**src/hdl/dehaze_img_pkg.sv**
```systemverilog
package dehaze_img_pkg;

    // 8x8 frame, one byte per channel
    localparam int IMG_DIM  = 8;
    localparam int PIX_W    = 8;
    localparam int ADDR_W   = 6;   // log2(IMG_DIM * IMG_DIM)
    localparam int WIN_SIZE = 9;   // 3x3 neighbourhood

    typedef logic [PIX_W-1:0] pix_t;

    // raster index and row/col view of the same address
    // row sits in the upper half so idx = row * IMG_DIM + col
    typedef union packed {
        logic [ADDR_W-1:0] idx;
        struct packed {
            logic [ADDR_W/2-1:0] row;
            logic [ADDR_W/2-1:0] col;
        } rc;
    } pix_addr_t;

    // window samples of one channel
    // [0] top left, [4] centre, [8] bottom right
    typedef pix_t [WIN_SIZE-1:0] win_t;

endpackage

```
**src/hdl/pixel_mem.sv**
```systemverilog
`timescale 1ns/10ps

module pixel_mem
    import dehaze_img_pkg::*;
(
    input  logic      clk,
    input  logic      mem_we,
    input  pix_addr_t wr_addr,
    input  pix_t      wr_r,
    input  pix_t      wr_g,
    input  pix_t      wr_b,
    input  pix_addr_t scan_pos,
    input  pix_addr_t out_addr,
    output win_t      win_r,
    output win_t      win_g,
    output win_t      win_b,
    output pix_t      rd_r,
    output pix_t      rd_g,
    output pix_t      rd_b
);

    // one word per pixel, {r, g, b}
    logic [3*PIX_W-1:0] mem [IMG_DIM*IMG_DIM];
    pix_addr_t          win_addr [WIN_SIZE];

    always_ff @(posedge clk) begin
        if (mem_we) begin
            mem[wr_addr.idx] <= {wr_r, wr_g, wr_b};
        end
    end

    // neighbour k sits at row offset k/3 - 1 and col offset k%3 - 1
    // centre is always interior during the scan, so no edge clamp
    always_comb begin
        for (int k = 0; k < WIN_SIZE; k++) begin
            win_addr[k].rc.row = scan_pos.rc.row + 3'(k / 3) - 3'd1;
            win_addr[k].rc.col = scan_pos.rc.col + 3'(k % 3) - 3'd1;
            {win_r[k], win_g[k], win_b[k]} = mem[win_addr[k].idx];
        end
    end

    // raster read for the output pass
    assign {rd_r, rd_g, rd_b} = mem[out_addr.idx];

endmodule

```
**config.mk**
```make
export PLATFORM = sky130hd
export DESIGN_NAME = pixel_mem
export DESIGN_NICKNAME = d
export VERILOG_FILES = /design/src/hdl/dehaze_img_pkg.sv /design/src/hdl/pixel_mem.sv
export SDC_FILE = /design/constraint.sdc
export NUM_CORES = 2
export LEC_CHECK = 0
export BUFFER_PORTS_ARGS = -buffer_cell sky130_fd_sc_hd__buf_2
export CAP_MARGIN = 25
export CELL_PAD_IN_SITES_DETAIL_PLACEMENT = 1
export CELL_PAD_IN_SITES_GLOBAL_PLACEMENT = 1
export CORE_MARGIN = 1
export CORE_UTILIZATION = 35
export CTS_CLUSTER_SIZE = 16
export DETAILED_ROUTE_END_ITERATION = 10
export GPL_TIMING_DRIVEN = 0
export MAX_ROUTING_LAYER = met4
export PLACE_DENSITY_LB_ADDON = 0.1
export SLEW_MARGIN = 30
export SYNTH_ARGS = -nofsm -noshare
export SYNTH_HDL_FRONTEND = slang
export SYNTH_SLANG_ARGS = --single-unit
```
**constraint.sdc**
```tcl
create_clock -name clk -period 10 [get_ports clk]
set_input_delay 0.5 -clock clk [delete_from_list [all_inputs] [get_ports clk]]
set_output_delay 0.5 -clock clk [all_outputs]
set_load 0.1 [all_outputs]
```
==> results.yml <==
pwr:
  powerDensity_nw_per_um2: 183
  p_sw_frac: 0.416
  p_int_mw: 12.7
  total_power_mw: 21.7
  p_leak_nw: 40.8
  p_switching_mw: 9.04
  ir_drop_uv: 182
  power_frac_clock: 0.321
  combPwrFrac: 0.349
  p_seq_frac: 0.330
clock_tree:
  cts.repair.resized: 0
  path_clk_slew_ps: 60
  cts.sinks: 1536
  cts-root-buf: "clkbuf_16"
  postCtsSetupBuffers: 0
  cts_buffers: 188
  clk_path_buf_depth: 4
  hold_buffers: 5
  cts_tree: "built"
  htreeDepth: 4
placed_design:
  placed_cell_area_um2: 112000
  dpl.hpwl_um: 616000
  gp_congestion: 1.14
  port_buffers: 273
  dp_slack_ps: 548
logic_synthesis:
  seq_area_frac_synth: 0.464
  syn_area_um2: 99400
  yosys.cell_types.count: 42
  ys_warn_count: 0
  avgSynthCellArea_um2: 17.1
  ys_seq_elements: 1536
  synth_cells: 5814
  syn_nets: 5862
sta:
  setup_viol_count_final: 5
  finalHoldViolCount: 0
  worst_pin_slew_ps: 1200
  finalCriticalPeriod_ps: 10330
  max_freq_ghz: 0.0968
  timing.final.max_slew_violations: 0
  slew_headroom: 0.180
  rsz0062_at_grt: "no"
  post-route-period-util: 1.03
  setup_ws_ps: -326
  setup_tns_ps: -1000
cells_and_area:
  largest_reg_flops: 1536
  drive_gt1_frac: 0.438
  top_register: "mem"
  num-nets-final: 6583
  area_delta_synth_final_pct: 19.4
  final_util: 0.420
  fillers: 27200
  reg_top3: "mem x1536"
  design_area_um2: 119000
route:
  vias: 82200
  routedWlPerCell_um: 73.8
  drtIter0Drc: 17800
  drt_wl_total_um: 778000
  via_per_inst: 7.81
  drtAntennaViolNets: 0
  drt-pass1-iter-count: 6
  drc: 0
critical_path:
  worst_setup_path_end_kind: "primary output"
  worstPathBufferInverterCount: 11
  cp_common_cell: "buf_2"
  crit_family: "buffers and inverters"
  slowest_stage: "mux2i_1"
  critPathKind: "in2out"
  startpoint_type: "input pin"
  arrival_ps: 9830
  cp_cell_sequence: "buf_2, buf_2, buf_2, buf_2, buf_2, inv_1, ha_1, xnor2_1, buf_2, buf_4, buf_4, buf_4, mux2i_1, mux2i_1, a22oi_1, nand2_1, buf_2"
  required_ps: 9500
  cpPeakStageDelay_ps: 1000
  worst-path-stages: 17
  cp_max_fo: 12
worst_hold_path:
  min_path_cells: 1
  hold_class: "in2reg"
run:
  maxCapViolCount: 0
grt:
  antenna_found_initial: 123
  grt_util_all_layers: 0.552
  grt_pass1_vias: 74600
  grt_max_degree: 65
  grt_pass1_wl_um: 942000
  overflow: 0
floorplan:
  ios: 284
  core_um2: 282000
  start_util: 0.352
  row_count: 195
  die_area_um2: 286000
  dieWidth_um: 535
  die_h_um: 535
status:
  violations: "negative setup slack"
  outcome: "complete, but fails checks"
## cells by family (layout without fill, tap and decap cells)
| family | Yosys count | count (layout) | synth area share |
|---|---|---|---|
| flops | 1536 | 1536 | 0.464 |
| fa+ha+maj | 4 | 4 | 0.000503 |
| xor+xnor | 6 | 6 | 0.000529 |
| compound gates | 549 | 549 | 0.0405 |
| mux | 2733 | 2733 | 0.448 |
| simple gates | 396 | 396 | 0.0176 |
| buf+inv | 590 | 1452 | 0.0291 |
| other cells | 0 | 114 | 0 |
## power by group through the flow
stage	sequential, mW	clock, mW	combinational (mW)
3_3_place_gp	7.30	0	6.89
4_1_cts	7.16	6.87	7.14
6_report	7.16	6.96	7.58
5_1_grt	7.16	7.06	7.26
2_1_floorplan	7.29	0	3.60
3_5_place_dp	7.30	0	7.13
## layout make-up
type,instances,area [um2],share of cell area
multi-input combinational,3688,51600,0.435
sequential,1536,46100,0.389
timing repair buffer,531,6920,0.0583
clock buffer,232,4930,0.0416
tap,3743,4680,0.0395
buffer,585,3140,0.0265
clock inverter,99,963,0.00812
antenna,114,285,0.00240
inverter,5,18.8,0.000158
## synthesized netlist by cell type, drive strengths merged
master	instances	share of area
edfxtp	1536	0.46
mux4	1360	0.31
mux2i	1255	0.13
buf	351	0.020
a22oi	246	0.019
clkbuf	234	0.0088
nor2	143	0.0054
nand2	135	0.0051
mux2	118	0.013
o22ai	57	0.0036
a21oi	50	0.0025
o211ai	42	0.0032
nor3	29	0.0015
o221ai	27	0.0024
nor2b	25	0.0016
or3	22	0.0014
a211o	21	0.0019
o2bb2ai	21	0.0019
o31ai	21	0.0016
and2	18	0.0011
o21ai	15	0.00076
a221oi	13	0.0011
a311oi	13	0.0011
nand2b	11	0.00069
a211oi	9	0.00068
o311ai	8	0.00070
o22a	6	0.00053
inv	5	0.00019
nand3	5	0.00025
ha	4	0.00050
nand3b	3	0.00023
xnor2	3	0.00026
xor2	3	0.00026
or3b	2	0.00018
nand4	1	0.000063
nor4	1	0.000063
or2	1	0.000063
## through the flow
step | std cells | hold slack [ps]
final | 10500 | 23.2
after floorplan | 5814 | 599
after CTS | 10400 | 3.15
after global placement | 9830 | 1380
after global routing | 10500 | 38.9
after detailed placement | 10100 | 900
## cells in the final DEF (no fill, tap or decap), drive strengths merged, types with 18 or more instances in the layout
cell / Yosys / routed
a211o: 21 / 21
a21oi: 50 / 50
a22oi: 246 / 246
and2: 18 / 18
buf: 351 / 874
clkbuf: 234 / 469
clkinv: 0 / 70
diode: 0 / 114
edfxtp: 1536 / 1536
mux2: 118 / 118
mux2i: 1255 / 1255
mux4: 1360 / 1360
nand2: 135 / 135
nor2: 143 / 143
nor2b: 25 / 25
nor3: 29 / 29
o211ai: 42 / 42
o221ai: 27 / 27
o22ai: 57 / 57
o2bb2ai: 21 / 21
o31ai: 21 / 21
or3: 22 / 22
## final timing paths
kind	start	slack (ps)	endpoint
setup / recovery	scan_pos[1]	-330	win_b[5]
hold / removal	wr_g[2]	20	mem[51][10]
## per-layer routing
metal	routed length (um)	global-route usage	part of all wire	vias up
met3	131000	0.301	0.17	1839
met2	303000	0.708	0.39	8585
met5	0	-	0	-
li1	-	-	-	27000
met4	71200	0.394	0.092	0
met1	272000	0.646	0.35	44800
(Power assumes the default switching activity.)
