===== config.mk =====
export PLATFORM = sky130hd
export DESIGN_NAME = dark_channel
export DESIGN_NICKNAME = d
export VERILOG_FILES = /design/src/hdl/dehaze_img_pkg.sv /design/src/hdl/dark_channel.sv
export SDC_FILE = /design/constraint.sdc
export NUM_CORES = 2
export LEC_CHECK = 0
export ABC_CLOCK_PERIOD_IN_PS = 25100
export BUFFER_PORTS_ARGS = -buffer_cell sky130_fd_sc_hd__buf_2
export CAP_MARGIN = 40
export CORE_ASPECT_RATIO = 0.8
export CORE_MARGIN = 4
export CORE_UTILIZATION = 61
export CTS_CLUSTER_DIAMETER = 150
export CTS_CLUSTER_SIZE = 8
export DETAILED_ROUTE_END_ITERATION = 10
export HOLD_SLACK_MARGIN = 0.05
export PLACE_DENSITY = 0.88
export SLEW_MARGIN = 10
export SYNTH_ARGS = -nofsm -noshare
export SYNTH_HDL_FRONTEND = slang
export SYNTH_SLANG_ARGS = --single-unit

===== constraint.sdc =====
create_clock -name clk -period 25.1 [get_ports clk]
set_clock_uncertainty 0.15 [all_clocks]
set_input_delay 5.02 -clock clk [delete_from_list [all_inputs] [get_ports clk]]
set_output_delay 5.02 -clock clk [all_outputs]
set_load 0.01 [all_outputs]

===== src/hdl/dehaze_img_pkg.sv =====
package dehaze_img_pkg;

    // 8x8 frame, one byte per channel
    localparam int IMG_DIM  = 8;
    localparam int PIX_W    = 8;
    localparam int ADDR_W   = 6;   // log2(IMG_DIM * IMG_DIM)
    localparam int WIN_SIZE = 9;   // 3x3 neighbourhood

    typedef logic [PIX_W-1:0] pix_t;

    // raster index and row/col view of the same address
    // row sits in the upper half so idx = row * IMG_DIM + col
    typedef union packed {
        logic [ADDR_W-1:0] idx;
        struct packed {
            logic [ADDR_W/2-1:0] row;
            logic [ADDR_W/2-1:0] col;
        } rc;
    } pix_addr_t;

    // window samples of one channel
    // [0] top left, [4] centre, [8] bottom right
    typedef pix_t [WIN_SIZE-1:0] win_t;

endpackage


===== src/hdl/dark_channel.sv =====
`timescale 1ns/10ps

module dark_channel
    import dehaze_img_pkg::*;
(
    input  logic      clk,
    input  logic      rst,
    input  logic      scan_en,
    input  pix_addr_t scan_pos,
    input  win_t      win_r,
    input  win_t      win_g,
    input  win_t      win_b,
    input  pix_addr_t out_addr,
    output pix_t      dark_rd
);

    pix_t lvl0 [3*WIN_SIZE];   // all 27 samples
    pix_t lvl1 [WIN_SIZE];
    pix_t lvl2 [WIN_SIZE/3];
    pix_t win_min;
    pix_t dark_mem [IMG_DIM*IMG_DIM];

    function automatic pix_t min2(pix_t a, pix_t b);
        return (a < b) ? a : b;
    endfunction

    function automatic pix_t min3(pix_t a, pix_t b, pix_t c);
        return min2(min2(a, b), c);
    endfunction

    // ternary tree 27 -> 9 -> 3 -> 1
    always_comb begin
        for (int k = 0; k < WIN_SIZE; k++) begin
            lvl0[k]              = win_r[k];
            lvl0[WIN_SIZE + k]   = win_g[k];
            lvl0[2*WIN_SIZE + k] = win_b[k];
        end
        for (int i = 0; i < WIN_SIZE; i++) begin
            lvl1[i] = min3(lvl0[3*i], lvl0[3*i+1], lvl0[3*i+2]);
        end
        for (int i = 0; i < WIN_SIZE/3; i++) begin
            lvl2[i] = min3(lvl1[3*i], lvl1[3*i+1], lvl1[3*i+2]);
        end
        win_min = min3(lvl2[0], lvl2[1], lvl2[2]);
    end

    // border entries are never written and stay zero
    always_ff @(posedge clk or posedge rst) begin
        if (rst) begin
            for (int i = 0; i < IMG_DIM*IMG_DIM; i++) begin
                dark_mem[i] <= '0;
            end
        end else if (scan_en) begin
            dark_mem[scan_pos.idx] <= win_min;
        end
    end

    assign dark_rd = dark_mem[out_addr.idx];

endmodule


==> results summary <==
At the pin with the least slew margin, the transition time is approximately 1000 ps. By area, the combinational part of the netlist is dominated by multiplexers. The global-route wire length before repair came out at 137,000 um. The synthesized netlist devotes 14.4% of its cell area to compound gates. The cell sitting at the root of the clock tree is a sky130_fd_sc_hd__clkbuf_16. For this block, the initial DRC count from the detailed router was between 2,000 and 3,000.

The fraction of final layout cells with drive strength greater than 1 is about a fifth. The largest driver fanout on the critical path came out at 64. The sort of element at the end of the critical path is a flip-flop. The tightest min-delay check is of the reg2reg type. For this design, the sink count on the clock tree is approximately 510. The register with the most flip-flops in the final layout is dark_mem. The number of nets in the final layout is 3,747. The cell that appears most often on the critical path is sky130_fd_sc_hd__ha_1.

Wires add up to roughly 86,000 um. The HPWL reported at the end of detailed placement came out at a little under 60,000 um. The leftover overflow at the end of global routing came out at 0.

The initial antenna violation count came to 8. The final hold violation count is 0. The mux share of post-synthesis cell area is 17.0%. The simple-gate area share of the yosys netlist came out at 13.7%. The most common cell after layout, fill and taps aside is sky130_fd_sc_hd__dfrtp_1. The count of fill cells added during filler insertion is approximately 3,300.

The most used flip-flop cell after synthesis is sky130_fd_sc_hd__dfrtp_1. The setup path with the least slack is of type in2reg. Of the total synthesized cell area, the portion taken by full adders, half adders and majority gates is around 7.4%.

The maximum number of pins on one net before global-route repair is 166. The detailed-route via count is approximately 25,000. In the layout the commonest cells are sky130_fd_sc_hd__dfrtp_1, sky130_fd_sc_hd__nor2_1, sky130_fd_sc_hd__a21oi_1, sky130_fd_sc_hd__nand2_1, sky130_fd_sc_hd__buf_2. TritonCTS built the clock tree. The post-synthesis sequential element count is around 510.

The number of slew-limit violations in the final report is 0. In this run the horizontal extent of the chip is 256 um. The count of input and output buffers is between 200 and 250.

Using the TritonRoute via totals, the vias-per-cell ratio works out to approximately 6.4. The data required time of the critical path is ~25,000 ps. The synthesized netlist occupies a cell area of ~0.03 mm^2. Derived from the worst setup path, the maximum achievable clock frequency is about 0.058 GHz.

The final-report setup violation count came out at 0. The CTS buffer count is 73. After detailed routing, the number of remaining DRC violations is 0.

The die footprint is roughly 0.053 mm^2. Routability-driven placement finished with a final weighted congestion of around 0.93. The height of the die came out at 207 um.

The data arrival at the endpoint of the critical path came out at about 18,000 ps. The number of gates resized after CTS was 0. The number of rows in the core area came out at 72. The share of synthesized area occupied by flip-flops and latches is between 40% and 50%. The average cell area after synthesis came out at 9.61 um^2.

Clock latency on the worst-skew pair, taken at its later pin, is around 600 ps. The worst relative slew slack came out at 29.9%. The buffering stage count on the worst path with inverters included came out at 5. Setup repair after global routing left no endpoint under its margin. The fraction of registers with async set or reset after synthesis is 100%.

The number of library cell types mapped by synthesis is 76. The post-synthesis instance total is around 3,100. The number of nets still failing antenna checks after routing is 0.

The number of buffers added for setup after CTS is 0. Once the floorplan was initialized, standard cells occupied 62.0% of the core. The shortest period the worst path allows came out at about 17,000 ps. The global routing usage summed across all routing layers is about a third. On the critical path the largest part of the delay comes from compound AO/OA/AOI/OAI gates. The worst setup path is launched from an input pin. The max-capacitance violation count came out at 0.

The number of global-route vias before repair is roughly 26,000. The flow ran to the end, and the final reports show no timing, DRC or antenna violations. The average wire length per cell after detail routing came out at 21.6 um.

Yosys printed 0 warnings. The hold buffer count at CTS is 0. The flip-flop count of the largest register, all copies and words added is 512. The H-tree generated during clock tree synthesis spans 3 levels.

The largest registers in the layout are dark_mem x512. The largest incremental delay on the critical path is between 600 and 700 ps. The register clock-pin slew on the reported worst setup and hold paths is about 50 ps.

The standard cell with the maximum stage delay on the critical path is sky130_fd_sc_hd__a311oi_2. The I/O pin count is 239. Counting flops with a built-in enable in the synthesized netlist gives 0. The net count after synthesis came out at between 3,000 and 4,000.

The area growth from synthesis to layout is 12.9%. Setup total negative slack on the finished layout was measured at 0 ps. The placeable core region is approximately 0.05 mm^2. After Yosys synthesis, XOR and XNOR cells account for 0% of the synthesized area. The final worst-path cycle share came out at between 60 and 70%. The number of search-and-repair iterations in the first detailed-routing pass is 5. In this run the deepest clock path goes through 3 buffers.
synth_stat cells (3+ instances only):
library cell | n | area [um^2]
sky130_fd_sc_hd__mux2i_1 | 74 | 741
sky130_fd_sc_hd__nor2b_1 | 8 | 50.1
sky130_fd_sc_hd__o21bai_1 | 5 | 37.5
sky130_fd_sc_hd__or3_1 | 6 | 37.5
sky130_fd_sc_hd__o21ai_0 | 80 | 400
sky130_fd_sc_hd__a32oi_1 | 4 | 35.0
sky130_fd_sc_hd__dfrtp_1 | 512 | 12800
sky130_fd_sc_hd__a21oi_2 | 6 | 52.6
sky130_fd_sc_hd__and3_1 | 3 | 18.8
sky130_fd_sc_hd__inv_1 | 194 | 728
sky130_fd_sc_hd__nor3_1 | 8 | 40.0
sky130_fd_sc_hd__buf_1 | 15 | 56.3
sky130_fd_sc_hd__o21ai_1 | 64 | 320
sky130_fd_sc_hd__a21oi_1 | 445 | 2230
sky130_fd_sc_hd__or2_2 | 7 | 43.8
sky130_fd_sc_hd__a2111oi_0 | 7 | 61.3
sky130_fd_sc_hd__buf_4 | 7 | 52.6
sky130_fd_sc_hd__and2_1 | 6 | 37.5
sky130_fd_sc_hd__o31ai_1 | 4 | 30.0
sky130_fd_sc_hd__nor2_1 | 509 | 1910
sky130_fd_sc_hd__a211o_1 | 10 | 87.6
sky130_fd_sc_hd__a41oi_1 | 5 | 43.8
sky130_fd_sc_hd__ha_1 | 178 | 2230
sky130_fd_sc_hd__nor3b_1 | 5 | 37.5
sky130_fd_sc_hd__nand2_1 | 403 | 1510
sky130_fd_sc_hd__buf_2 | 38 | 190
sky130_fd_sc_hd__o22ai_1 | 4 | 25.0
sky130_fd_sc_hd__nand4_1 | 17 | 106
sky130_fd_sc_hd__mux2_2 | 49 | 552
sky130_fd_sc_hd__a211oi_1 | 18 | 135
sky130_fd_sc_hd__nand2b_1 | 23 | 144
sky130_fd_sc_hd__mux4_2 | 168 | 3780
sky130_fd_sc_hd__a21o_1 | 35 | 263
sky130_fd_sc_hd__o21a_1 | 21 | 158
sky130_fd_sc_hd__and4_1 | 4 | 35.0
sky130_fd_sc_hd__a31oi_1 | 5 | 31.3
sky130_fd_sc_hd__clkbuf_1 | 117 | 439
sky130_fd_sc_hd__nand3_1 | 19 | 95.1
sky130_fd_sc_hd__o211ai_1 | 3 | 22.5
final cells by class:
cell class	count	area [um^2]	share of cell area [%]
antenna	4	10.0	0.0295
clock buffer	75	1880	5.52
clock inverter	3	26.3	0.0773
inverter	194	736	2.16
multi-input combinational	2251	15900	46.7
sequential	512	12800	37.7
tap	629	787	2.32
timing repair buffer	306	1860	5.47
per-stage QoR:
step                      cell area (um^2)  instances  utilization [%]  worst slack, ps  hold WS [ps]
after global routing                 34000       3971             70.0             6720           352
final                                34000       3974             70.0             7710           329
after CTS                            33900       3961             69.8             7960           325
after detailed placement             32000       3883             65.9             7430           312
after global placement               31600       3841             65.0             7740           307
after floorplan                      30100       3134                -             5630           291
final timing paths:
path                                     from             to  slack (ps)  depth (start not counted)
max in group asynchronous                 rst  dark_mem[148]       18410                          5
worst min-delay path            dark_mem[447]  dark_mem[447]         330                          2
worst max register to register  dark_mem[318]  dark_mem[318]       24110                          2
worst max-delay path                win_r[35]  dark_mem[497]        7710                         48
worst min register to register  dark_mem[447]  dark_mem[447]         330                          2
min in group asynchronous                 rst  dark_mem[507]        4400                          2
kinds of logic (layout without fill, tap and decap cells):
kind of cell    count (synthesis)  count (layout)
buf+inv                       371             578
simple gates                 1026            1026
other cells                     0               4
fa+ha+maj                     179             179
flops                         512             512
mux                           293             293
compound gates                753             753
tightest hold or removal path, cell delays in order (launching register included):
cell	delay, ps
sky130_fd_sc_hd__dfrtp_1	340
sky130_fd_sc_hd__nand2_1	40
sky130_fd_sc_hd__o21ai_0	60
metal layers:
| metal | GRT usage, % | vias to the layer above | share of wire [%] |
|---|---|---|---|
| met5 | 0 | - | 0.053 |
| met4 | 14.7 | 8 | 4.9 |
| met3 | 7.39 | 359 | 9.6 |
| met2 | 51.6 | 1412 | 46 |
| met1 | 43.1 | 12201 | 39 |
| li1 | - | 11357 | - |
Power is left out: the tool's default activity adds up to more than one toggle a clock period on the data nets, which glitch-free logic cannot reach.
