<file path="config.mk">
export PLATFORM = sky130hd
export DESIGN_NAME = scan_ctrl
export DESIGN_NICKNAME = d
export VERILOG_FILES = /design/src/hdl/dehaze_img_pkg.sv /design/src/hdl/dehaze_ctrl_pkg.sv /design/src/hdl/scan_ctrl.sv
export SDC_FILE = /design/constraint.sdc
export NUM_CORES = 1
export LEC_CHECK = 0
export BUFFER_PORTS_ARGS = -buffer_cell sky130_fd_sc_hd__buf_2
export CAP_MARGIN = 20
export CORE_MARGIN = 3
export CORE_UTILIZATION = 45
export CTS_CLUSTER_SIZE = 24
export DETAILED_ROUTE_END_ITERATION = 10
export GPL_TIMING_DRIVEN = 0
export HOLD_SLACK_MARGIN = 0.08
export PLACE_DENSITY = 0.71
export SYNTH_ARGS = -nofsm -noshare
export SYNTH_HDL_FRONTEND = slang
export SYNTH_SLANG_ARGS = --single-unit
</file>
<file path="constraint.sdc">
create_clock -name clk -period 1.8 [get_ports clk]
set_input_delay 0.36 -clock clk [delete_from_list [all_inputs] [get_ports clk]]
set_output_delay 0.36 -clock clk [all_outputs]
set_load 0.02 [all_outputs]
</file>
<file path="src/hdl/dehaze_img_pkg.sv">
package dehaze_img_pkg;

    // 8x8 frame, one byte per channel
    localparam int IMG_DIM  = 8;
    localparam int PIX_W    = 8;
    localparam int ADDR_W   = 6;   // log2(IMG_DIM * IMG_DIM)
    localparam int WIN_SIZE = 9;   // 3x3 neighbourhood

    typedef logic [PIX_W-1:0] pix_t;

    // raster index and row/col view of the same address
    // row sits in the upper half so idx = row * IMG_DIM + col
    typedef union packed {
        logic [ADDR_W-1:0] idx;
        struct packed {
            logic [ADDR_W/2-1:0] row;
            logic [ADDR_W/2-1:0] col;
        } rc;
    } pix_addr_t;

    // window samples of one channel
    // [0] top left, [4] centre, [8] bottom right
    typedef pix_t [WIN_SIZE-1:0] win_t;

endpackage

</file>
<file path="src/hdl/dehaze_ctrl_pkg.sv">
package dehaze_ctrl_pkg;

    typedef enum logic [1:0] {
        ST_IDLE = 2'd0,
        ST_SCAN = 2'd1,   // dark channel over interior
        ST_OUT  = 2'd2    // raster stream
    } scan_state_t;

    // interior bounds, same for rows and cols
    localparam logic [2:0] SCAN_FIRST = 3'd1;
    localparam logic [2:0] SCAN_LAST  = 3'd6;

    typedef logic [6:0] trans_t;   // percent, 0..100

    // t = T_MIN + dark * T_SPAN / 255, i.e. weight 0.75
    localparam trans_t T_MIN    = 7'd25;
    localparam trans_t T_SPAN   = 7'd75;
    localparam trans_t T_BORDER = 7'd100;

endpackage

</file>
<file path="src/hdl/scan_ctrl.sv">
`timescale 1ns/10ps

module scan_ctrl
    import dehaze_img_pkg::*;
    import dehaze_ctrl_pkg::*;
(
    input  logic      clk,
    input  logic      rst,
    input  logic      start,
    input  logic      pixel_wr,
    output logic      mem_we,
    output logic      busy,
    output logic      scan_en,
    output pix_addr_t scan_pos,
    output logic      out_en,
    output pix_addr_t out_addr,
    output logic      last
);

    scan_state_t state;
    scan_state_t state_nxt;
    logic        scan_end;
    logic        out_end;

    assign scan_end = (scan_pos.rc.row == SCAN_LAST) && (scan_pos.rc.col == SCAN_LAST);
    assign out_end  = (out_addr.idx == ADDR_W'(IMG_DIM * IMG_DIM - 1));

    assign busy    = (state != ST_IDLE);
    assign mem_we  = pixel_wr && !busy;   // image frozen while processing
    assign scan_en = (state == ST_SCAN);
    assign out_en  = (state == ST_OUT);
    assign last    = out_en && out_end;

    always_comb begin
        state_nxt = state;
        case (state)
            ST_IDLE: begin
                if (start) begin
                    state_nxt = ST_SCAN;
                end
            end
            ST_SCAN: begin
                if (scan_end) begin
                    state_nxt = ST_OUT;
                end
            end
            ST_OUT: begin
                if (out_end) begin
                    state_nxt = ST_IDLE;
                end
            end
            default: state_nxt = ST_IDLE;
        endcase
    end

    always_ff @(posedge clk or posedge rst) begin
        if (rst) begin
            state <= ST_IDLE;
        end else begin
            state <= state_nxt;
        end
    end

    // both counters wrap back to their start value at the end of a pass
    always_ff @(posedge clk or posedge rst) begin
        if (rst) begin
            scan_pos.rc.row <= SCAN_FIRST;
            scan_pos.rc.col <= SCAN_FIRST;
            out_addr.idx    <= '0;
        end else begin
            if (state == ST_SCAN) begin
                if (scan_pos.rc.col == SCAN_LAST) begin
                    scan_pos.rc.col <= SCAN_FIRST;
                    scan_pos.rc.row <= scan_end ? SCAN_FIRST : scan_pos.rc.row + 3'd1;
                end else begin
                    scan_pos.rc.col <= scan_pos.rc.col + 3'd1;
                end
            end
            if (state == ST_OUT) begin
                out_addr.idx <= out_addr.idx + 1'b1;   // 63 -> 0
            end
        end
    end

endmodule

</file>
==> results.py, run 1 <==
metrics = {
    "outcome": {
        "status": "complete, no violations",
    },
    "run": {
        "cap_viol_max_count": 0,
    },
    "clock_tree": {
        "clk_latency_ps": 270,
        "clkSinkCount": 14,
        "cts.clk_slew.worst_paths_ps": 80,
        "htreeDepth": 1,
        "clockBufferDepth": 2,
        "root_buffer": "clkbuf_4",
        "cts-buffers-inserted": 3,
        "cts_hold_buf": 0,
        "cts_tree": "done",
    },
    "setup_path": {
        "worstRegToRegCells": 3,
        "path_max_fanout": 5,
        "critPathKind": "flip-flop to primary output",
        "cp_top_family": "simple AND/OR/NAND/NOR gates",
        "worstPathRequired_ps": 1440,
        "worst-path-buf-inv": 1,
        "crit_path_start_kind": "flip-flop",
        "cpPeakStageDelay_ps": 410,
        "path_depth": 4,
        "crit_path_end_kind": "primary output",
        "arrival_ps": 1370,
        "cp_slowest_cell": "dfrtp_1",
        "crit_chain": "and3_1, nand3_1, nor3b_2, buf_2",
    },
    "die": {
        "die_height_um": 45.32,
        "die-area_um2": 2054,
        "io_pins": 21,
        "rows": 13,
        "initial_core_util": 0.5032,
        "die_width_um": 45.32,
        "core_area_um2": 1383,
    },
    "global_routing": {
        "grt.overflow.total": 0,
        "grt_max_degree": 15,
        "antenna_found_initial": 0,
        "gr-usage-all-layers": 0.1312,
        "grt_first_pass_wirelength_um": 1890,
        "first_global_vias": 450,
    },
    "layout": {
        "layout.nets": 95,
        "areaGrowthSynthToFinish_pct": 27.70,
        "drive_gt1_frac": 0.4483,
        "antenna_cells": 0,
        "fin_area_um2": 888.4,
        "fin_util": 0.6425,
    },
    "yosys": {
        "synth_top_area_frac": 0.4317,
        "yosys.area_share.adder": 0.05396,
        "synth_edf_count": 0,
        "yosysWarnings": 0,
        "synth_flop_cell": "dfrtp_1",
        "yosysTopAreaCell": "dfrtp_1",
        "synth_compound_gate_area_share": 0.09712,
        "synth.distinct_cells": 30,
        "syn_area_um2": 695.7,
        "synth_top_family_by_area": "simple AND/OR/NAND/NOR gates",
        "synth_seq_cells": 14,
        "syn_inst": 59,
        "synth_commonest_cells": "dfrtp_1 (12), nand2_1 (4), xnor2_1 (4)",
        "avgSynthCellArea_um2": 11.79,
        "synthMuxAreaShare": 0.05216,
        "synth-xor-area-share": 0.07554,
        "synth.top_cells.by_area": "dfrtp_1 (43%), dfstp_2 (7.6%), ha_1 (5.4%)",
        "yosys.area_share.simple": 0.1745,
        "yosysSeqAreaShare": 0.5072,
        "ys_async_sr_fraction": 1.000,
        "synth_most_common_cell": "dfrtp_1",
        "syn-num-nets": 66,
    },
    "power_and_ir_drop": {
        "power_density_nw_per_um2": 1246,
        "finalPower_w": 0.001107,
        "leakagePower_nw": 0.4545,
        "ir_drop_v": 0.0009261,
    },
    "timing": {
        "hold_slack_ps": 107.8,
        "skew_ps": 0.7736,
        "max_freq_ghz": 0.5771,
        "finalSetupViolations": 0,
        "hold_viol_final": 0,
        "min_period_over_period": 0.9627,
        "layout_min_cycle_time_ps": 1733,
        "tightest_slew_ps": 514.0,
        "max_slew_margin": 0.6570,
        "drv_slew": 0,
        "setup_slack_ps": 67.18,
    },
    "detailed_routing": {
        "drc": 0,
        "viasPerCell": 5.029,
        "drt_iter0_markers": 3,
        "first_pass_iters": 4,
        "vias": 513,
        "post_drt_wl_per_cell_um": 11.88,
        "drt_wl_total_um": 1212,
        "final_antenna_net_count": 0,
    },
    "place": {
        "place_ws_ps": 283.8,
        "routabilityCongestion": 0.7066,
        "dp_hpwl_um": 921.3,
        "placed_area_um2": 814.5,
        "numPortBuffers": 20,
    },
    "worst_hold_path": {
        "hold_class": "primary input to async pin",
    },
}
-- worst paths after layout --
| check | start | to | slack, ps |
|---|---|---|---|
| min in group clk | start | state[0] | 380 |
| max in group asynchronous | rst | scan_pos[0] | 1330 |
| max reg2reg | scan_pos[0] | scan_pos[4] | 500 |
| max | out_addr[2] | last | 70 |
| min reg2reg | out_addr[5] | out_addr[5] | 510 |
| min | rst | out_addr[0] | 110 |
-- logic make-up after synthesis --
group,Yosys count
fa+ha+maj,3
simple gates,19
buf+inv,5
flops,14
compound gates,9
xor+xnor,6
mux,3
-- sequential cells by signal, summed over array words and instances, names as in the netlist --
register	flops
scan_pos	6
state	2
out_addr	6
-- power by group --
part           internal (W)  total (W)  switching [W]
registers          0.000402   0.000483      0.0000806
clock network      0.000123   0.000219      0.0000963
logic              0.000182   0.000405       0.000223
total              0.000707    0.00111       0.000399
-- cells in the final DEF, fill, tap and decap left out, drive strengths merged, types with 3 or more instances in the layout --
master   count
buf         26
inv          3
ha           3
dfrtp       12
o2bb2ai      3
clkbuf       4
xnor2        4
nand4        3
nand2        5
-- layer usage --
metal | share of wire | routed length, µm | GRT usage | vias to the layer above
li1 | - | - | - | 262
met1 | 0.47 | 572 | 0.1671 | 235
met2 | 0.46 | 559 | 0.2006 | 12
met3 | 0.045 | 55 | 0.02390 | 4
met4 | 0.020 | 24 | 0.08772 | 0
met5 | 0 | 0 | 0 | -
-- through the flow --
step	setup TNS, ps	cells
final	0	102
after global routing	-13.06	102
after CTS	0	99
after detailed placement	0	94
after global placement	0	94
after floorplan	0	59
-- area by class of cell --
class	instances	area, µm²
clock buffer	4	36.28
buffer	2	16.27
timing repair buffer	24	130.1
fill	115	494.2
multi-input combinational	40	322.8
inverter	3	11.26
sequential	14	352.8
tap	15	18.77
-- repair_timing --
item / CTS / global route
buffers inserted: 1 / 3
gates resized for setup: 0 / 2
setup endpoints to repair: 1 / 1
(Power assumes the default switching activity.)
==> run 2: changes to the inputs <==
==> constraint.sdc (replaced) <==
create_clock -name clk -period 1.8 [get_ports clk]
set_input_delay 0.54 -clock clk [delete_from_list [all_inputs] [get_ports clk]]
set_output_delay 0.54 -clock clk [all_outputs]
set_load 0.02 [all_outputs]
==> run 2 against run 1 <==
  * The flow now finishes with violations (negative setup slack)
  * Clock power rose by 5%
  * Design area is 12% higher
  * Sequential share of layout area decreased by 4.1 points
  * Via count is 9.7% higher
  * Routed wire length grew 23%
  * First-iteration DRC count grew to 4.0 times the previous value
  * Non-clock buffer count rose by 8
  * Utilization up 7.7 points
  * Hold slack better by 170 ps
  * Critical endpoint unchanged
  * Largest power group unchanged
==> results.py, run 2 (synthesized netlist as in run 1, its figures left out) <==
metrics = {
    "place": {
        "numPortBuffers": 20,
        "dp_hpwl_um": 915.6,
        "routabilityCongestion": 0.8219,
        "placed_area_um2": 819.5,
        "place_ws_ps": 161.2,
    },
    "clock_tree": {
        "cts_tree": "done",
        "cts_hold_buf": 0,
        "htreeDepth": 1,
        "cts-buffers-inserted": 3,
        "clockBufferDepth": 2,
        "clk_latency_ps": 280,
        "root_buffer": "clkbuf_4",
        "clkSinkCount": 14,
        "cts.clk_slew.worst_paths_ps": 90,
    },
    "detailed_routing": {
        "vias": 563,
        "dr_wl_met3_um": 62,
        "drt_iter0_markers": 12,
        "post_drt_wl_per_cell_um": 13.52,
        "drt_wl_total_um": 1487,
        "final_antenna_net_count": 0,
        "first_pass_iters": 4,
        "viasPerCell": 5.118,
        "drt-met1-wl_um": 700,
        "top_layer": "met4",
        "drc": 0,
        "wl_met2_um": 702,
    },
    "layout": {
        "most-common-layout-cells": "buf_2 (16), buf_4 (16), dfrtp_1 (11)",
        "ff_latch_area_um2": 354.1,
        "reg.largest.list": "out_addr: 6 flops, scan_pos: 6 flops, state: 2 flops",
        "drive_gt1_frac": 0.5368,
        "layout.nets": 103,
        "areaGrowthSynthToFinish_pct": 42.99,
        "multi_input_area_um2": 355.3,
        "fillers": 95,
        "antenna_cells": 0,
        "fin_area_um2": 994.7,
    },
    "die": {
        "rows": 13,
        "die-area_um2": 2054,
        "initial_core_util": 0.5032,
        "core_area_um2": 1383,
        "io_pins": 21,
        "die_width_um": 45.32,
        "die_height_um": 45.32,
    },
    "global_routing": {
        "first_global_vias": 520,
        "gr-usage-all-layers": 0.1550,
        "grt.overflow.total": 0,
        "grt_first_pass_wirelength_um": 2263,
        "grt_max_degree": 15,
        "antenna_found_initial": 0,
    },
    "setup_path": {
        "crit_path_end_kind": "primary output",
        "critPathKind": "flip-flop to primary output",
        "worstRegToRegCells": 4,
        "path_max_fanout": 3,
        "arrival_ps": 1280,
        "worstReg2RegEnd": "scan_pos[4]",
        "worstPathRequired_ps": 1260,
        "r2r_setup_slack_ps": 500,
        "worst_r2r_startpoint": "scan_pos[3]",
        "crit_path_start_kind": "flip-flop",
    },
    "power_and_ir_drop": {
        "p_sw_frac": 0.3680,
        "power_frac_comb": 0.369,
        "ir_drop_v": 0.0006819,
        "power_density_nw_per_um2": 1139,
        "switching_power_w": 0.0004170,
        "p_int_w": 0.0007161,
        "sequentialPowerShare": 0.429,
        "leakagePower_nw": 0.4939,
        "pwr-share-clk": 0.202,
    },
    "timing": {
        "max_slew_margin": 0.6441,
        "layout_min_cycle_time_ps": 1817,
        "min_period_over_period": 1.009,
        "tightest_slew_ps": 533.2,
        "hold_viol_final": 0,
        "max_freq_ghz": 0.5504,
        "rsz0062_at_grt": "yes",
        "skew_ps": 4.068,
        "setup_slack_ps": -17.01,
        "drv_slew": 0,
        "finalSetupViolations": 1,
    },
    "outcome": {
        "violations": "negative setup slack",
        "status": "finished, violations left",
    },
    "worst_hold_path": {
        "hold_class": "primary input to async pin",
    },
    "run": {
        "cap_viol_max_count": 0,
    },
}
## run 2: power by group through the flow
stage | clock [W] | combinational (W) | sequential, W
3_3_place_gp | 0 | 0.000402 | 0.000487
6_report | 0.000229 | 0.000418 | 0.000486
2_1_floorplan | 0 | 0.000219 | 0.000563
3_5_place_dp | 0 | 0.000411 | 0.000493
5_1_grt | 0.000248 | 0.000464 | 0.000501
4_1_cts | 0.000230 | 0.000417 | 0.000486
## run 2: critical path, cell delays in order (launching register included)
cell     delay (ps)
dfrtp_1         380
and3_4          210
nand3_4          80
nor3b_2         160
buf_4           160
## run 2: stage by stage
step / instances / total power [W] / hold WS (ps) / TNS [ps] / utilization
5_1_grt: 110 / 0.001214 / 303.0 / -81.52 / 0.7195
4_1_cts: 105 / 0.001133 / 303.1 / -25.65 / 0.6697
3_3_place_gp: 94 / 0.0008890 / 478.2 / 0 / 0.5928
3_5_place_dp: 94 / 0.0009043 / 488.2 / 0 / 0.5928
6_report: 110 / 0.001133 / 278.7 / -17.01 / 0.7195
2_1_floorplan: 59 / 0.0007824 / 427.8 / 0 / -
## run 2: timing repair
action / in CTS / in global routing
setup endpoints to repair: 2 / 4
setup buffers: 7 / 5
resized for setup: 5 / 8
pin swaps: 2 / 2
## run 2: cell type report
type                       instances  share of cell area
tap                               15             0.01887
buffer                             2             0.01887
timing repair buffer              32              0.2013
multi-input combinational         40              0.3572
sequential                        14              0.3560
inverter                           3             0.01132
clock buffer                       4             0.03648
## run 2: layer usage
metal  vias up  GRT usage
li1        278          -
met1       265     0.2015
met2        16     0.2345
met3         4    0.04781
met4         0    0.07018
met5         -          0
## run 2: worst max path at each step
stage / startpoint / to / slack, ps / depth (start not counted)
detailed placement: out_addr[0] / last / 160 / 4
floorplan: out_addr[0] / last / 60 / 3
global placement: out_addr[0] / last / 150 / 4
CTS: out_addr[4] / last / -30 / 4
global route: out_addr[4] / last / -80 / 4
finish: out_addr[4] / last / -20 / 4
