### src/hdl/dehaze_img_pkg.sv
package dehaze_img_pkg;

    // 8x8 frame, one byte per channel
    localparam int IMG_DIM  = 8;
    localparam int PIX_W    = 8;
    localparam int ADDR_W   = 6;   // log2(IMG_DIM * IMG_DIM)
    localparam int WIN_SIZE = 9;   // 3x3 neighbourhood

    typedef logic [PIX_W-1:0] pix_t;

    // raster index and row/col view of the same address
    // row sits in the upper half so idx = row * IMG_DIM + col
    typedef union packed {
        logic [ADDR_W-1:0] idx;
        struct packed {
            logic [ADDR_W/2-1:0] row;
            logic [ADDR_W/2-1:0] col;
        } rc;
    } pix_addr_t;

    // window samples of one channel
    // [0] top left, [4] centre, [8] bottom right
    typedef pix_t [WIN_SIZE-1:0] win_t;

endpackage

### src/hdl/dehaze_ctrl_pkg.sv
package dehaze_ctrl_pkg;

    typedef enum logic [1:0] {
        ST_IDLE = 2'd0,
        ST_SCAN = 2'd1,   // dark channel over interior
        ST_OUT  = 2'd2    // raster stream
    } scan_state_t;

    // interior bounds, same for rows and cols
    localparam logic [2:0] SCAN_FIRST = 3'd1;
    localparam logic [2:0] SCAN_LAST  = 3'd6;

    typedef logic [6:0] trans_t;   // percent, 0..100

    // t = T_MIN + dark * T_SPAN / 255, i.e. weight 0.75
    localparam trans_t T_MIN    = 7'd25;
    localparam trans_t T_SPAN   = 7'd75;
    localparam trans_t T_BORDER = 7'd100;

endpackage

### src/hdl/pixel_out.sv
`timescale 1ns/10ps

module pixel_out
    import dehaze_img_pkg::*;
    import dehaze_ctrl_pkg::*;
(
    input  logic      clk,
    input  logic      rst,
    input  logic      out_en,
    input  pix_addr_t out_addr,
    input  logic      last,
    input  pix_t      rd_r,
    input  pix_t      rd_g,
    input  pix_t      rd_b,
    input  pix_t      dark_rd,
    output logic      pixel_valid,
    output pix_t      pixel_r,
    output pix_t      pixel_g,
    output pix_t      pixel_b,
    output pix_t      dark,
    output trans_t    trans,
    output logic      done
);

    logic                            border;
    logic [PIX_W+$bits(trans_t)-1:0] prod;   // dark * 75, up to 19125
    trans_t                          trans_calc;

    assign border = (out_addr.rc.row == 3'd0) || (out_addr.rc.row == 3'(IMG_DIM - 1)) ||
                    (out_addr.rc.col == 3'd0) || (out_addr.rc.col == 3'(IMG_DIM - 1));

    assign prod       = dark_rd * T_SPAN;
    assign trans_calc = T_MIN + trans_t'(prod / {PIX_W{1'b1}});   // floor, /255

    always_ff @(posedge clk or posedge rst) begin
        if (rst) begin
            pixel_valid <= 1'b0;
            done        <= 1'b0;
        end else begin
            pixel_valid <= out_en;
            done        <= last;
        end
    end

    always_ff @(posedge clk) begin
        if (out_en) begin
            pixel_r <= rd_r;
            pixel_g <= rd_g;
            pixel_b <= rd_b;
            dark    <= border ? '0 : dark_rd;
            trans   <= border ? T_BORDER : trans_calc;
        end
    end

endmodule

### config.mk
export PLATFORM = sky130hd
export DESIGN_NAME = pixel_out
export DESIGN_NICKNAME = d
export VERILOG_FILES = /design/src/hdl/dehaze_img_pkg.sv /design/src/hdl/dehaze_ctrl_pkg.sv /design/src/hdl/pixel_out.sv
export SDC_FILE = /design/constraint.sdc
export NUM_CORES = 1
export LEC_CHECK = 0
export BUFFER_PORTS_ARGS = -buffer_cell sky130_fd_sc_hd__buf_2
export CAP_MARGIN = 40
export CORE_ASPECT_RATIO = 1.5
export CORE_MARGIN = 4
export CORE_UTILIZATION = 35
export CTS_CLUSTER_SIZE = 10
export DETAILED_ROUTE_END_ITERATION = 10
export GPL_TIMING_DRIVEN = 0
export PLACE_DENSITY = 0.52
export RECOVER_POWER = 100
export REMOVE_ABC_BUFFERS = 1
export SYNTH_ARGS = -nofsm -noshare
export SYNTH_HDL_FRONTEND = slang
export SYNTH_SLANG_ARGS = --single-unit
### constraint.sdc
create_clock -name clk -period 0.8 [get_ports clk]
set_input_delay 0.12 -clock clk [delete_from_list [all_inputs] [get_ports clk]]
set_output_delay 0.12 -clock clk [all_outputs]
set_load 0.03 [all_outputs]
==> results of run 1 <==
[cells by family after synthesis]
logic type	after synthesis	share of synthesized area
mux	9	0.0215
xor+xnor	16	0.0313
compound gates	157	0.272
buf+inv	33	0.0341
fa+ha+maj	48	0.146
simple gates	172	0.223
flops	41	0.272
[synthesized netlist by cell type (4+ instances only)]
master and n:
nor3_1 14, ha_1 41, xnor2_1 10, nand3_1 18, a31oi_1 9, fa_1 7
o211ai_1 9, nand4_1 4, o2111ai_1 4, o21ai_0 14, mux2_2 4, a211o_1 5
a21o_1 8, edfxtp_1 39, and3_1 7, o21ai_1 7, a211oi_1 4, a21oi_1 30
nor2_1 31, o21a_1 6, clkbuf_1 4, buf_2 8, nand2_1 30, or3_1 10
or2_1 7, xor2_1 6, o31ai_1 6, inv_1 16, mux2i_1 4, and2_1 15
[sequential cells by signal (all words and copies together), names as in the netlist]
register	count
pixel_b	8
done	1
dark	8
pixel_g	8
pixel_valid	1
pixel_r	8
trans	7
[metal layers]
layer / up-vias / routed length [um]
met2: 148 / 7660
met5: - / 0
met3: 42 / 620
met1: 2178 / 5320
li1: 2183 / -
met4: 0 / 593
[final timing paths]
check	startpoint	depth (start not counted)	end	slack [ns]
min	rd_r[7]	1	pixel_r[7]	0.009
max in group asynchronous	rst	3	done	0.45
max	dark_rd[6]	33	trans[5]	-7.39
min in group asynchronous	rst	3	pixel_valid	0.24
[per-stage QoR]
stage / power, W / worst slack (ns) / instances / utilization / setup TNS [ns]
2_1_floorplan: 0.0161 / -7.68 / 460 / - / -54.87
3_3_place_gp: 0.0194 / -8.87 / 698 / 0.400 / -82.66
6_report: 0.0317 / -7.39 / 796 / 0.567 / -57.31
3_5_place_dp: 0.0197 / -8.90 / 700 / 0.400 / -79.59
4_1_cts: 0.0271 / -7.24 / 749 / 0.506 / -56.16
5_1_grt: 0.0338 / -7.68 / 796 / 0.567 / -60.51
[timing repair]
item,CTS,global route
buffers inserted,33,47
gates resized for setup,204,78
hold buffers,8,0
setup endpoints to repair,95,56
pin swaps,51,48
hold endpoints to repair,9,0
[layout make-up]
class,instances,area [um2]
multi-input combinational,402,3990
sequential,41,1220
timing repair buffer,172,1470
clock inverter,3,25.0
inverter,17,71.3
clock buffer,5,125
tap,156,195
fill,1070,5420
[where the power goes]
| group | internal (W) | switching (W) |
|---|---|---|
| clock network | 0.00117 | 0.000819 |
| registers | 0.00283 | 0.000142 |
| logic | 0.0120 | 0.0147 |
==> flow_summary_export.csv, run 1 <==
group,metric,value,unit
status,status,"finished with violations",
status,violations,"negative setup slack",
worst_setup_path,crit_family,"compound AO/OA/AOI/OAI gates",
layout,finalInstanceArea,7100,um2
sta,timing.final.crit_period,8.19,ns
job,maxCapViolations,0,
global_routing,grt_usage,0.177,
layout,antenna_cells,0,
global_routing,met2_usage,0.328,
clock_network,htreeDepth,2,
sta,hold_slack,0.00879,ns
route,drt_iter0_drc,159,
yosys,ys_warn_count,0,
global_routing,grt_pass1_vias,4477,
worst_setup_path,start_kind,"input pin",
sta,grt_setup_unrepaired,"yes",
yosys,netlist_instances,476,
floorplan,design.die.area,14700,um2
sta,hold_violations,0,
clock_network,clkTransAtPathRegs,0.06,ns
power_and_ir_drop,p_leak,2.77,nW
route,finalWirelength,14.2,mm
power_and_ir_drop,vdd_drop_max,1.88,mV
global_routing,grt_max_degree,41,
worst_setup_path,critical_path_arrival,8.22,ns
clock_network,numCtsBuffers,5,
yosys,async_flop_share,0.0488,
worst_setup_path,crit_required,0.83,ns
worst_setup_path,cpPeakStageDelay,0.50,ns
worst_setup_path,cp-end-kind,"flip-flop",
global_routing,grt_pass1_wl,21.8,mm
route,routed_wire_length_per_instance,17.8,um
worst_setup_path,crit_top_cell,"ha_4",
layout,drive_gt1_frac,0.509,
floorplan,fp.dieH,147,um
route,first_pass_iters,5,
worst_hold_path,hold_class,"input pin to flip-flop",
yosys,yosys_register_bits,41,
route,antenna_left,0,
global_routing,use_met3,0.0143,
floorplan,core,12500,um2
global_routing,grt_antenna_before_repair,0,
floorplan,die_width,100,um
route,via_per_inst,5.72,
sta,postLayoutSetupSlackWorst,-7.39,ns
layout,mostFrequentLayoutCell,"buf_4",
global_routing,grt_busiest_layer,"met2",
layout,flow.area_growth_from_synthesis,58.3,%
worst_setup_path,critical_path_class,"input pin to flip-flop",
layout,final_nets,729,
yosys,syn-cell-area,4480,um2
clock_network,cts_tree,"built",
placement,gp_congestion,0.829,
worst_setup_path,crit_fanout,6,
placement,dp_hpwl,10.0,mm
worst_setup_path,path_buf_inv,4,
yosys,synth_ff_type,"edfxtp_1",
sta,finalMaxSlewViolations,0,
sta,tightest_slew,0.581,ns
floorplan,initial_core_util,0.358,
sta,timing.fmax,0.122,GHz
clock_network,clockBufferDepth,2,
yosys,synth_edf_count,39,
placement,placed_area,5010,um2
clock_network,clock_sinks,41,
yosys,synth_area_leaders,"edfxtp_1 (26%), ha_1 (11%), a21oi_1 (3.4%)",
layout,final_cell_mix,"buf_4 (68), buf_6 (57), edfxtp_1 (39), buf_2 (35), ha_1 (29)",
floorplan,rows,50,
power_and_ir_drop,power.density,4460,nW/um2
sta,finalSetupViolCount,56,
route,drc_errors,0,
clock_network,root_buffer,"clkbuf_16",
yosys,synth_top_area_cell,"edfxtp_1",
yosys,synth_cell_type_count,95,
route,num_vias,4551,
yosys,synth.avg_cell_area,9.42,um2
yosys,synth_top_cell_area_share,0.261,
yosys,ys_seq_area_frac,0.272,
sta,relSlewSlack,0.610,
sta,finalCritPeriodShare,10.2,
global_routing,grt-ovfl-total,0,
floorplan,io_pins,83,
global_routing,use_met1,0.198,
placement,port_buffers,82,
worst_setup_path,crit_path_top_delay_cell,"fa_1",
(Power assumes the default switching activity.)
==> run 2: changes to the inputs <==
--- a/config.mk
+++ b/config.mk
@@ -7,14 +7,16 @@
 export LEC_CHECK = 0
 export BUFFER_PORTS_ARGS = -buffer_cell sky130_fd_sc_hd__buf_2
 export CAP_MARGIN = 40
+export CELL_PAD_IN_SITES_DETAIL_PLACEMENT = 1
+export CELL_PAD_IN_SITES_GLOBAL_PLACEMENT = 2
 export CORE_ASPECT_RATIO = 1.5
 export CORE_MARGIN = 4
 export CORE_UTILIZATION = 35
 export CTS_CLUSTER_SIZE = 10
 export DETAILED_ROUTE_END_ITERATION = 10
 export GPL_TIMING_DRIVEN = 0
-export PLACE_DENSITY = 0.52
-export RECOVER_POWER = 100
+export PLACE_DENSITY = 0.79
+export RECOVER_POWER = 25
 export REMOVE_ABC_BUFFERS = 1
 export SYNTH_ARGS = -nofsm -noshare
 export SYNTH_HDL_FRONTEND = slang
==> run 2 against run 1 <==
  * Design area rose by 2.4%
  * Critical endpoint is now trans[6]
  * The flow still finishes with violations (negative setup slack)
  * Hold slack improved by 0.0038 ns
  * Critical path depth rose by 6
  * Critical path type unchanged
  * Sequential power barely moved
  * Largest power group unchanged
  * Global-route usage rose by 3.3 points
==> flow_summary_export.csv, run 2 (synthesized netlist as in run 1, its figures left out) <==
group,metric,value,unit
global_routing,grt_max_degree,41,
route,via_per_inst,6.00,
layout,finalInstanceArea,7260,um2
power_and_ir_drop,pwr-share-clk,0.066,
layout,drive_gt1_frac,0.536,
layout,instances_no_fill,803,
placement,port_buffers,82,
sta,hold_violations,0,
power_and_ir_drop,power.density,4740,nW/um2
sta,timing.fmax,0.121,GHz
power_and_ir_drop,internal_power,0.0172,W
worst_setup_path,crit_start,"dark_rd[6]",
worst_setup_path,crit_required,0.83,ns
worst_setup_path,cp-end-kind,"flip-flop",
sta,timing.final.crit_period,8.29,ns
global_routing,grt_antenna_before_repair,0,
sta,finalCritPeriodShare,10.4,
worst_hold_path,hold_class,"input pin to flip-flop",
worst_setup_path,start_kind,"input pin",
floorplan,core,12500,um2
worst_setup_path,endpoint,"trans[6]",
route,finalWirelength,18.7,mm
route,num_vias,4820,
route,drc_errors,0,
layout,final_cell_mix,"buf_4 (80), buf_6 (54), edfxtp_1 (39), buf_2 (35), ha_1 (29)",
worst_setup_path,crit_path_top_delay_cell,"fa_1",
clock_network,numCtsBuffers,5,
floorplan,die_width,100,um
sta,finalSetupViolCount,56,
floorplan,initial_core_util,0.358,
power_and_ir_drop,power_frac_seq,0.087,
clock_network,root_buffer,"clkbuf_16",
global_routing,grt_pass1_wl,25.3,mm
status,violations,"negative setup slack",
layout,mostFrequentLayoutCell,"buf_4",
global_routing,grt_usage,0.210,
sta,tightest_slew,0.728,ns
layout,antenna_cells,0,
power_and_ir_drop,total_power,0.0344,W
placement,dp_hpwl,11.0,mm
floorplan,fp.dieH,147,um
layout,finish.utilization,0.581,
layout,fillers,1325,
sta,hold_slack,0.0126,ns
global_routing,grt_pass1_vias,4843,
power_and_ir_drop,swShare,0.502,
clock_network,clkTransAtPathRegs,0.06,ns
clock_network,clockBufferDepth,2,
route,routed_wire_length_per_instance,23.2,um
power_and_ir_drop,p_leak,2.86,nW
clock_network,clock_sinks,41,
route,antenna_left,0,
worst_setup_path,crit_fanout,8,
route,drt_iter0_drc,156,
sta,postLayoutSetupSlackWorst,-7.49,ns
sta,grt_setup_unrepaired,"yes",
clock_network,cts_tree,"built",
layout,flow.area_growth_from_synthesis,62.1,%
worst_setup_path,cpPeakStageDelay,0.50,ns
worst_setup_path,crit_top_cell,"buf_4",
worst_setup_path,critical_path_arrival,8.32,ns
power_and_ir_drop,combPwrFrac,0.846,
floorplan,io_pins,83,
power_and_ir_drop,vdd_drop_max,1.40,mV
global_routing,grt-ovfl-total,0,
route,first_pass_iters,4,
sta,relSlewSlack,0.513,
placement,placed_area,5010,um2
power_and_ir_drop,switching_power,0.0173,W
floorplan,design.die.area,14700,um2
worst_setup_path,critical_path_class,"input pin to flip-flop",
clock_network,htreeDepth,2,
job,maxCapViolations,0,
status,status,"finished with violations",
placement,gp_congestion,0.876,
floorplan,rows,50,
placement,dp.cells,700,
sta,finalMaxSlewViolations,0,
layout,final_nets,736,
[run 2: changes by cell type in the layout (fill, tap and decap cells not counted), moves of 3 or more]
cell and delta:
a21oi_4 +3, buf_6 -3, dlygate4sd3_1 -6, and2_4 +5, and2_1 -4, buf_4 +12, a21oi_2 -4
[run 2: cell type report]
| cell class | instances | area [um2] | area share |
|---|---|---|---|
| multi-input combinational | 406 | 4140 | 0.569 |
| clock inverter | 2 | 33.8 | 0.00465 |
| clock buffer | 6 | 129 | 0.0177 |
| tap | 156 | 195 | 0.0269 |
| timing repair buffer | 175 | 1470 | 0.203 |
| sequential | 41 | 1220 | 0.168 |
| inverter | 17 | 76.3 | 0.0105 |
[run 2: worst max-delay path: cells and delay by family]
family	cells	cell delay (ns)
compound gates	11	2.60
simple gates	11	1.94
fa+ha+maj	6	1.91
buf+inv	10	1.37
mux	1	0.34
[run 2: timing repair]
action | CTS | global route
pin swaps | 48 | 58
setup endpoints to repair | 95 | 56
gates resized for setup | 210 | 94
hold buffers | 2 | 0
hold endpoints to repair | 3 | 0
gates cloned | 0 | 4
buffers inserted | 52 | 38
[run 2: how the worst min path moves through the flow]
| stage | startpoint | to | slack (ns) | depth (start not counted) |
|---|---|---|---|---|
| global placement | rst | done | -0.03 | 2 |
| detailed placement | rst | done | -0.03 | 2 |
| finish | rd_r[0] | pixel_r[0] | 0.01 | 1 |
| CTS | rd_r[0] | pixel_r[0] | 0.01 | 1 |
| floorplan | rst | done | -0.14 | 1 |
| global route | rd_r[0] | pixel_r[0] | 0.003 | 1 |
[run 2: layer usage]
metal / vias to the layer above / track usage / routed length (um)
met1: 2436 / 0.232 / 6860
met5: - / 0 / 0
met3: 44 / 0.0215 / 588
met2: 137 / 0.402 / 10600
met4: 0 / 0.0762 / 618
li1: 2203 / - / -
[run 2: power groups by stage]
stage               Combinational, W  Clock [W]  Sequential [W]
global route                  0.0311    0.00240         0.00303
finish                        0.0291    0.00228         0.00300
CTS                           0.0231    0.00228         0.00299
global placement              0.0168          0         0.00293
detailed placement            0.0171          0         0.00294
floorplan                     0.0125          0         0.00360
[run 2: per-stage QoR]
step / worst slack, ns / TNS [ns]
6_report: -7.49 / -58.89
5_1_grt: -7.78 / -61.51
4_1_cts: -7.19 / -55.89
3_5_place_dp: -9.10 / -81.71
3_3_place_gp: -8.96 / -82.33
2_1_floorplan: -7.68 / -54.87
==> run 3: changes to the inputs <==
--- a/config.mk
+++ b/config.mk
@@ -16,7 +16,7 @@
 export DETAILED_ROUTE_END_ITERATION = 10
 export GPL_TIMING_DRIVEN = 0
 export PLACE_DENSITY = 0.79
-export RECOVER_POWER = 25
+export RECOVER_POWER = 100
 export REMOVE_ABC_BUFFERS = 1
 export SYNTH_ARGS = -nofsm -noshare
 export SYNTH_HDL_FRONTEND = slang
==> run 3 against run 2 <==
  * The run still ends with negative setup slack left
  * Power about the same
  * Setup slack improved by 0.0011 ns
  * Sequential power hardly changed
  * Critical path type unchanged
==> flow_summary_export.csv, run 3 (synthesized netlist as in run 1, its figures left out) <==
group,metric,value,unit
status,status,"finished with violations",
status,violations,"negative setup slack",
floorplan,core,12500,um2
clock_network,clkTransAtPathRegs,0.06,ns
layout,seq_area,1220,um2
sta,hold_violations,0,
layout,multi_input_area,4140,um2
global_routing,grt-ovfl-total,0,
placement,gp_congestion,0.876,
worst_setup_path,start_kind,"input pin",
placement,port_buffers,82,
worst_setup_path,critical_path_arrival,8.32,ns
global_routing,grt_pass1_vias,4843,
worst_setup_path,crit_fanout,8,
sta,grt_setup_unrepaired,"yes",
sta,finalCritPeriodShare,10.4,
sta,finalMaxSlewViolations,0,
sta,tightest_slew,0.728,ns
sta,relSlewSlack,0.513,
route,first_pass_iters,4,
floorplan,initial_core_util,0.358,
route,finalWirelength,18.7,mm
sta,hold_slack,0.0130,ns
worst_hold_path,hold_class,"input pin to flip-flop",
worst_setup_path,crit_top_cell,"buf_4",
clock_network,htreeDepth,2,
clock_network,cts_tree,"built",
route,via_per_inst,6.00,
layout,mostFrequentLayoutCell,"buf_4",
power_and_ir_drop,power_frac_seq,0.087,
power_and_ir_drop,power.density,4740,nW/um2
clock_network,clockBufferDepth,2,
route,routed_wire_length_per_instance,23.2,um
placement,dp_hpwl,11.0,mm
floorplan,fp.dieH,147,um
sta,timing.fmax,0.121,GHz
sta,postLayoutSetupSlackWorst,-7.49,ns
worst_hold_path,hold_path_end,"pixel_g[5]",
power_and_ir_drop,switching_power,0.0173,W
route,drt_iter0_drc,159,
sta,finalSetupViolCount,56,
power_and_ir_drop,vdd_drop_max,1.38,mV
worst_hold_path,worstHoldPathCells,1,
clock_network,root_buffer,"clkbuf_16",
route,drc_errors,0,
floorplan,io_pins,83,
worst_setup_path,cpPeakStageDelay,0.50,ns
job,maxCapViolations,0,
worst_setup_path,crit_path_top_delay_cell,"fa_1",
global_routing,met2_usage,0.402,
global_routing,grt_max_degree,41,
layout,flow.area_growth_from_synthesis,62.0,%
global_routing,grt_busiest_layer,"met2",
layout,final_cell_mix,"buf_4 (79), buf_6 (54), edfxtp_1 (39), buf_2 (32), ha_1 (29)",
clock_network,clock_sinks,41,
global_routing,grt_antenna_before_repair,0,
floorplan,die_width,100,um
global_routing,use_met3,0.0215,
global_routing,grt_usage,0.210,
power_and_ir_drop,swShare,0.502,
sta,fin_tns_setup,-58.88,ns
floorplan,design.die.area,14700,um2
power_and_ir_drop,p_leak,2.85,nW
layout,final_nets,736,
worst_setup_path,critical_path_class,"input pin to flip-flop",
power_and_ir_drop,pwr-share-clk,0.066,
power_and_ir_drop,combPwrFrac,0.846,
worst_hold_path,hold_start,"rd_g[5]",
route,antenna_left,0,
sta,timing.final.crit_period,8.29,ns
route,num_vias,4821,
power_and_ir_drop,internal_power,0.0171,W
layout,drive_gt1_frac,0.532,
global_routing,use_met1,0.232,
layout,antenna_cells,0,
worst_setup_path,crit_required,0.83,ns
worst_setup_path,cp-end-kind,"flip-flop",
global_routing,grt_pass1_wl,25.3,mm
clock_network,numCtsBuffers,5,
layout,finish.utilization,0.580,
floorplan,rows,50,
layout,fillers,1327,
-- run 3: worst max-delay path by stage --
stage,from,to,slack [ns],cells past startpoint
finish,dark_rd[6],trans[6],-7.49,39
detailed placement,dark_rd[4],trans[6],-9.10,34
global placement,dark_rd[4],trans[6],-8.96,34
global route,dark_rd[7],trans[6],-7.78,38
floorplan,dark_rd[4],trans[6],-7.68,33
CTS,dark_rd[7],trans[6],-7.19,36
-- run 3: power groups by stage --
stage	registers, W	logic, W	clock network [W]
after floorplan	0.00360	0.0125	0
after CTS	0.00299	0.0231	0.00228
after global routing	0.00303	0.0311	0.00240
after detailed placement	0.00294	0.0171	0
final	0.00300	0.0291	0.00229
after global placement	0.00293	0.0168	0
-- run 3: stage by stage --
| step | area [um2] | setup slack (ns) | total power [W] | std cells |
|---|---|---|---|---|
| 3_5_place_dp | 5010 | -9.10 | 0.0200 | 700 |
| 2_1_floorplan | 4390 | -7.68 | 0.0161 | 460 |
| 5_1_grt | 7260 | -7.78 | 0.0365 | 803 |
| 4_1_cts | 6480 | -7.19 | 0.0283 | 762 |
| 6_report | 7260 | -7.49 | 0.0344 | 803 |
| 3_3_place_gp | 5000 | -8.96 | 0.0197 | 698 |
-- run 3: repair_timing --
action,CTS,global route
pin swaps,48,58
resized for setup,210,94
cloned,0,4
buffers inserted,52,38
endpoints found under the setup margin,95,56
hold buffers,2,0
endpoints found under the hold margin,3,0
-- run 3: critical path, delay by kind of cell --
kind	cells	cell delay [ns]
adders and majority gates	6	1.91
AOI/OAI and AO/OA	11	2.60
buffers and inverters	10	1.37
muxes	1	0.34
and+or+nand+nor	11	1.94
-- run 3: layer usage --
| metal | share of wire | up-vias |
|---|---|---|
| met2 | 0.57 | 143 |
| met3 | 0.033 | 44 |
| met1 | 0.37 | 2432 |
| li1 | - | 2202 |
| met5 | 0 | - |
| met4 | 0.033 | 0 |
-- run 3: cell type report --
type / instances / area share
flip-flops and latches: 41 / 0.168
clock inverters: 2 / 0.00465
inverters: 17 / 0.0105
multi-input cells: 406 / 0.570
clock buffers: 6 / 0.0177
repair buffers: 175 / 0.202
well taps: 156 / 0.0269
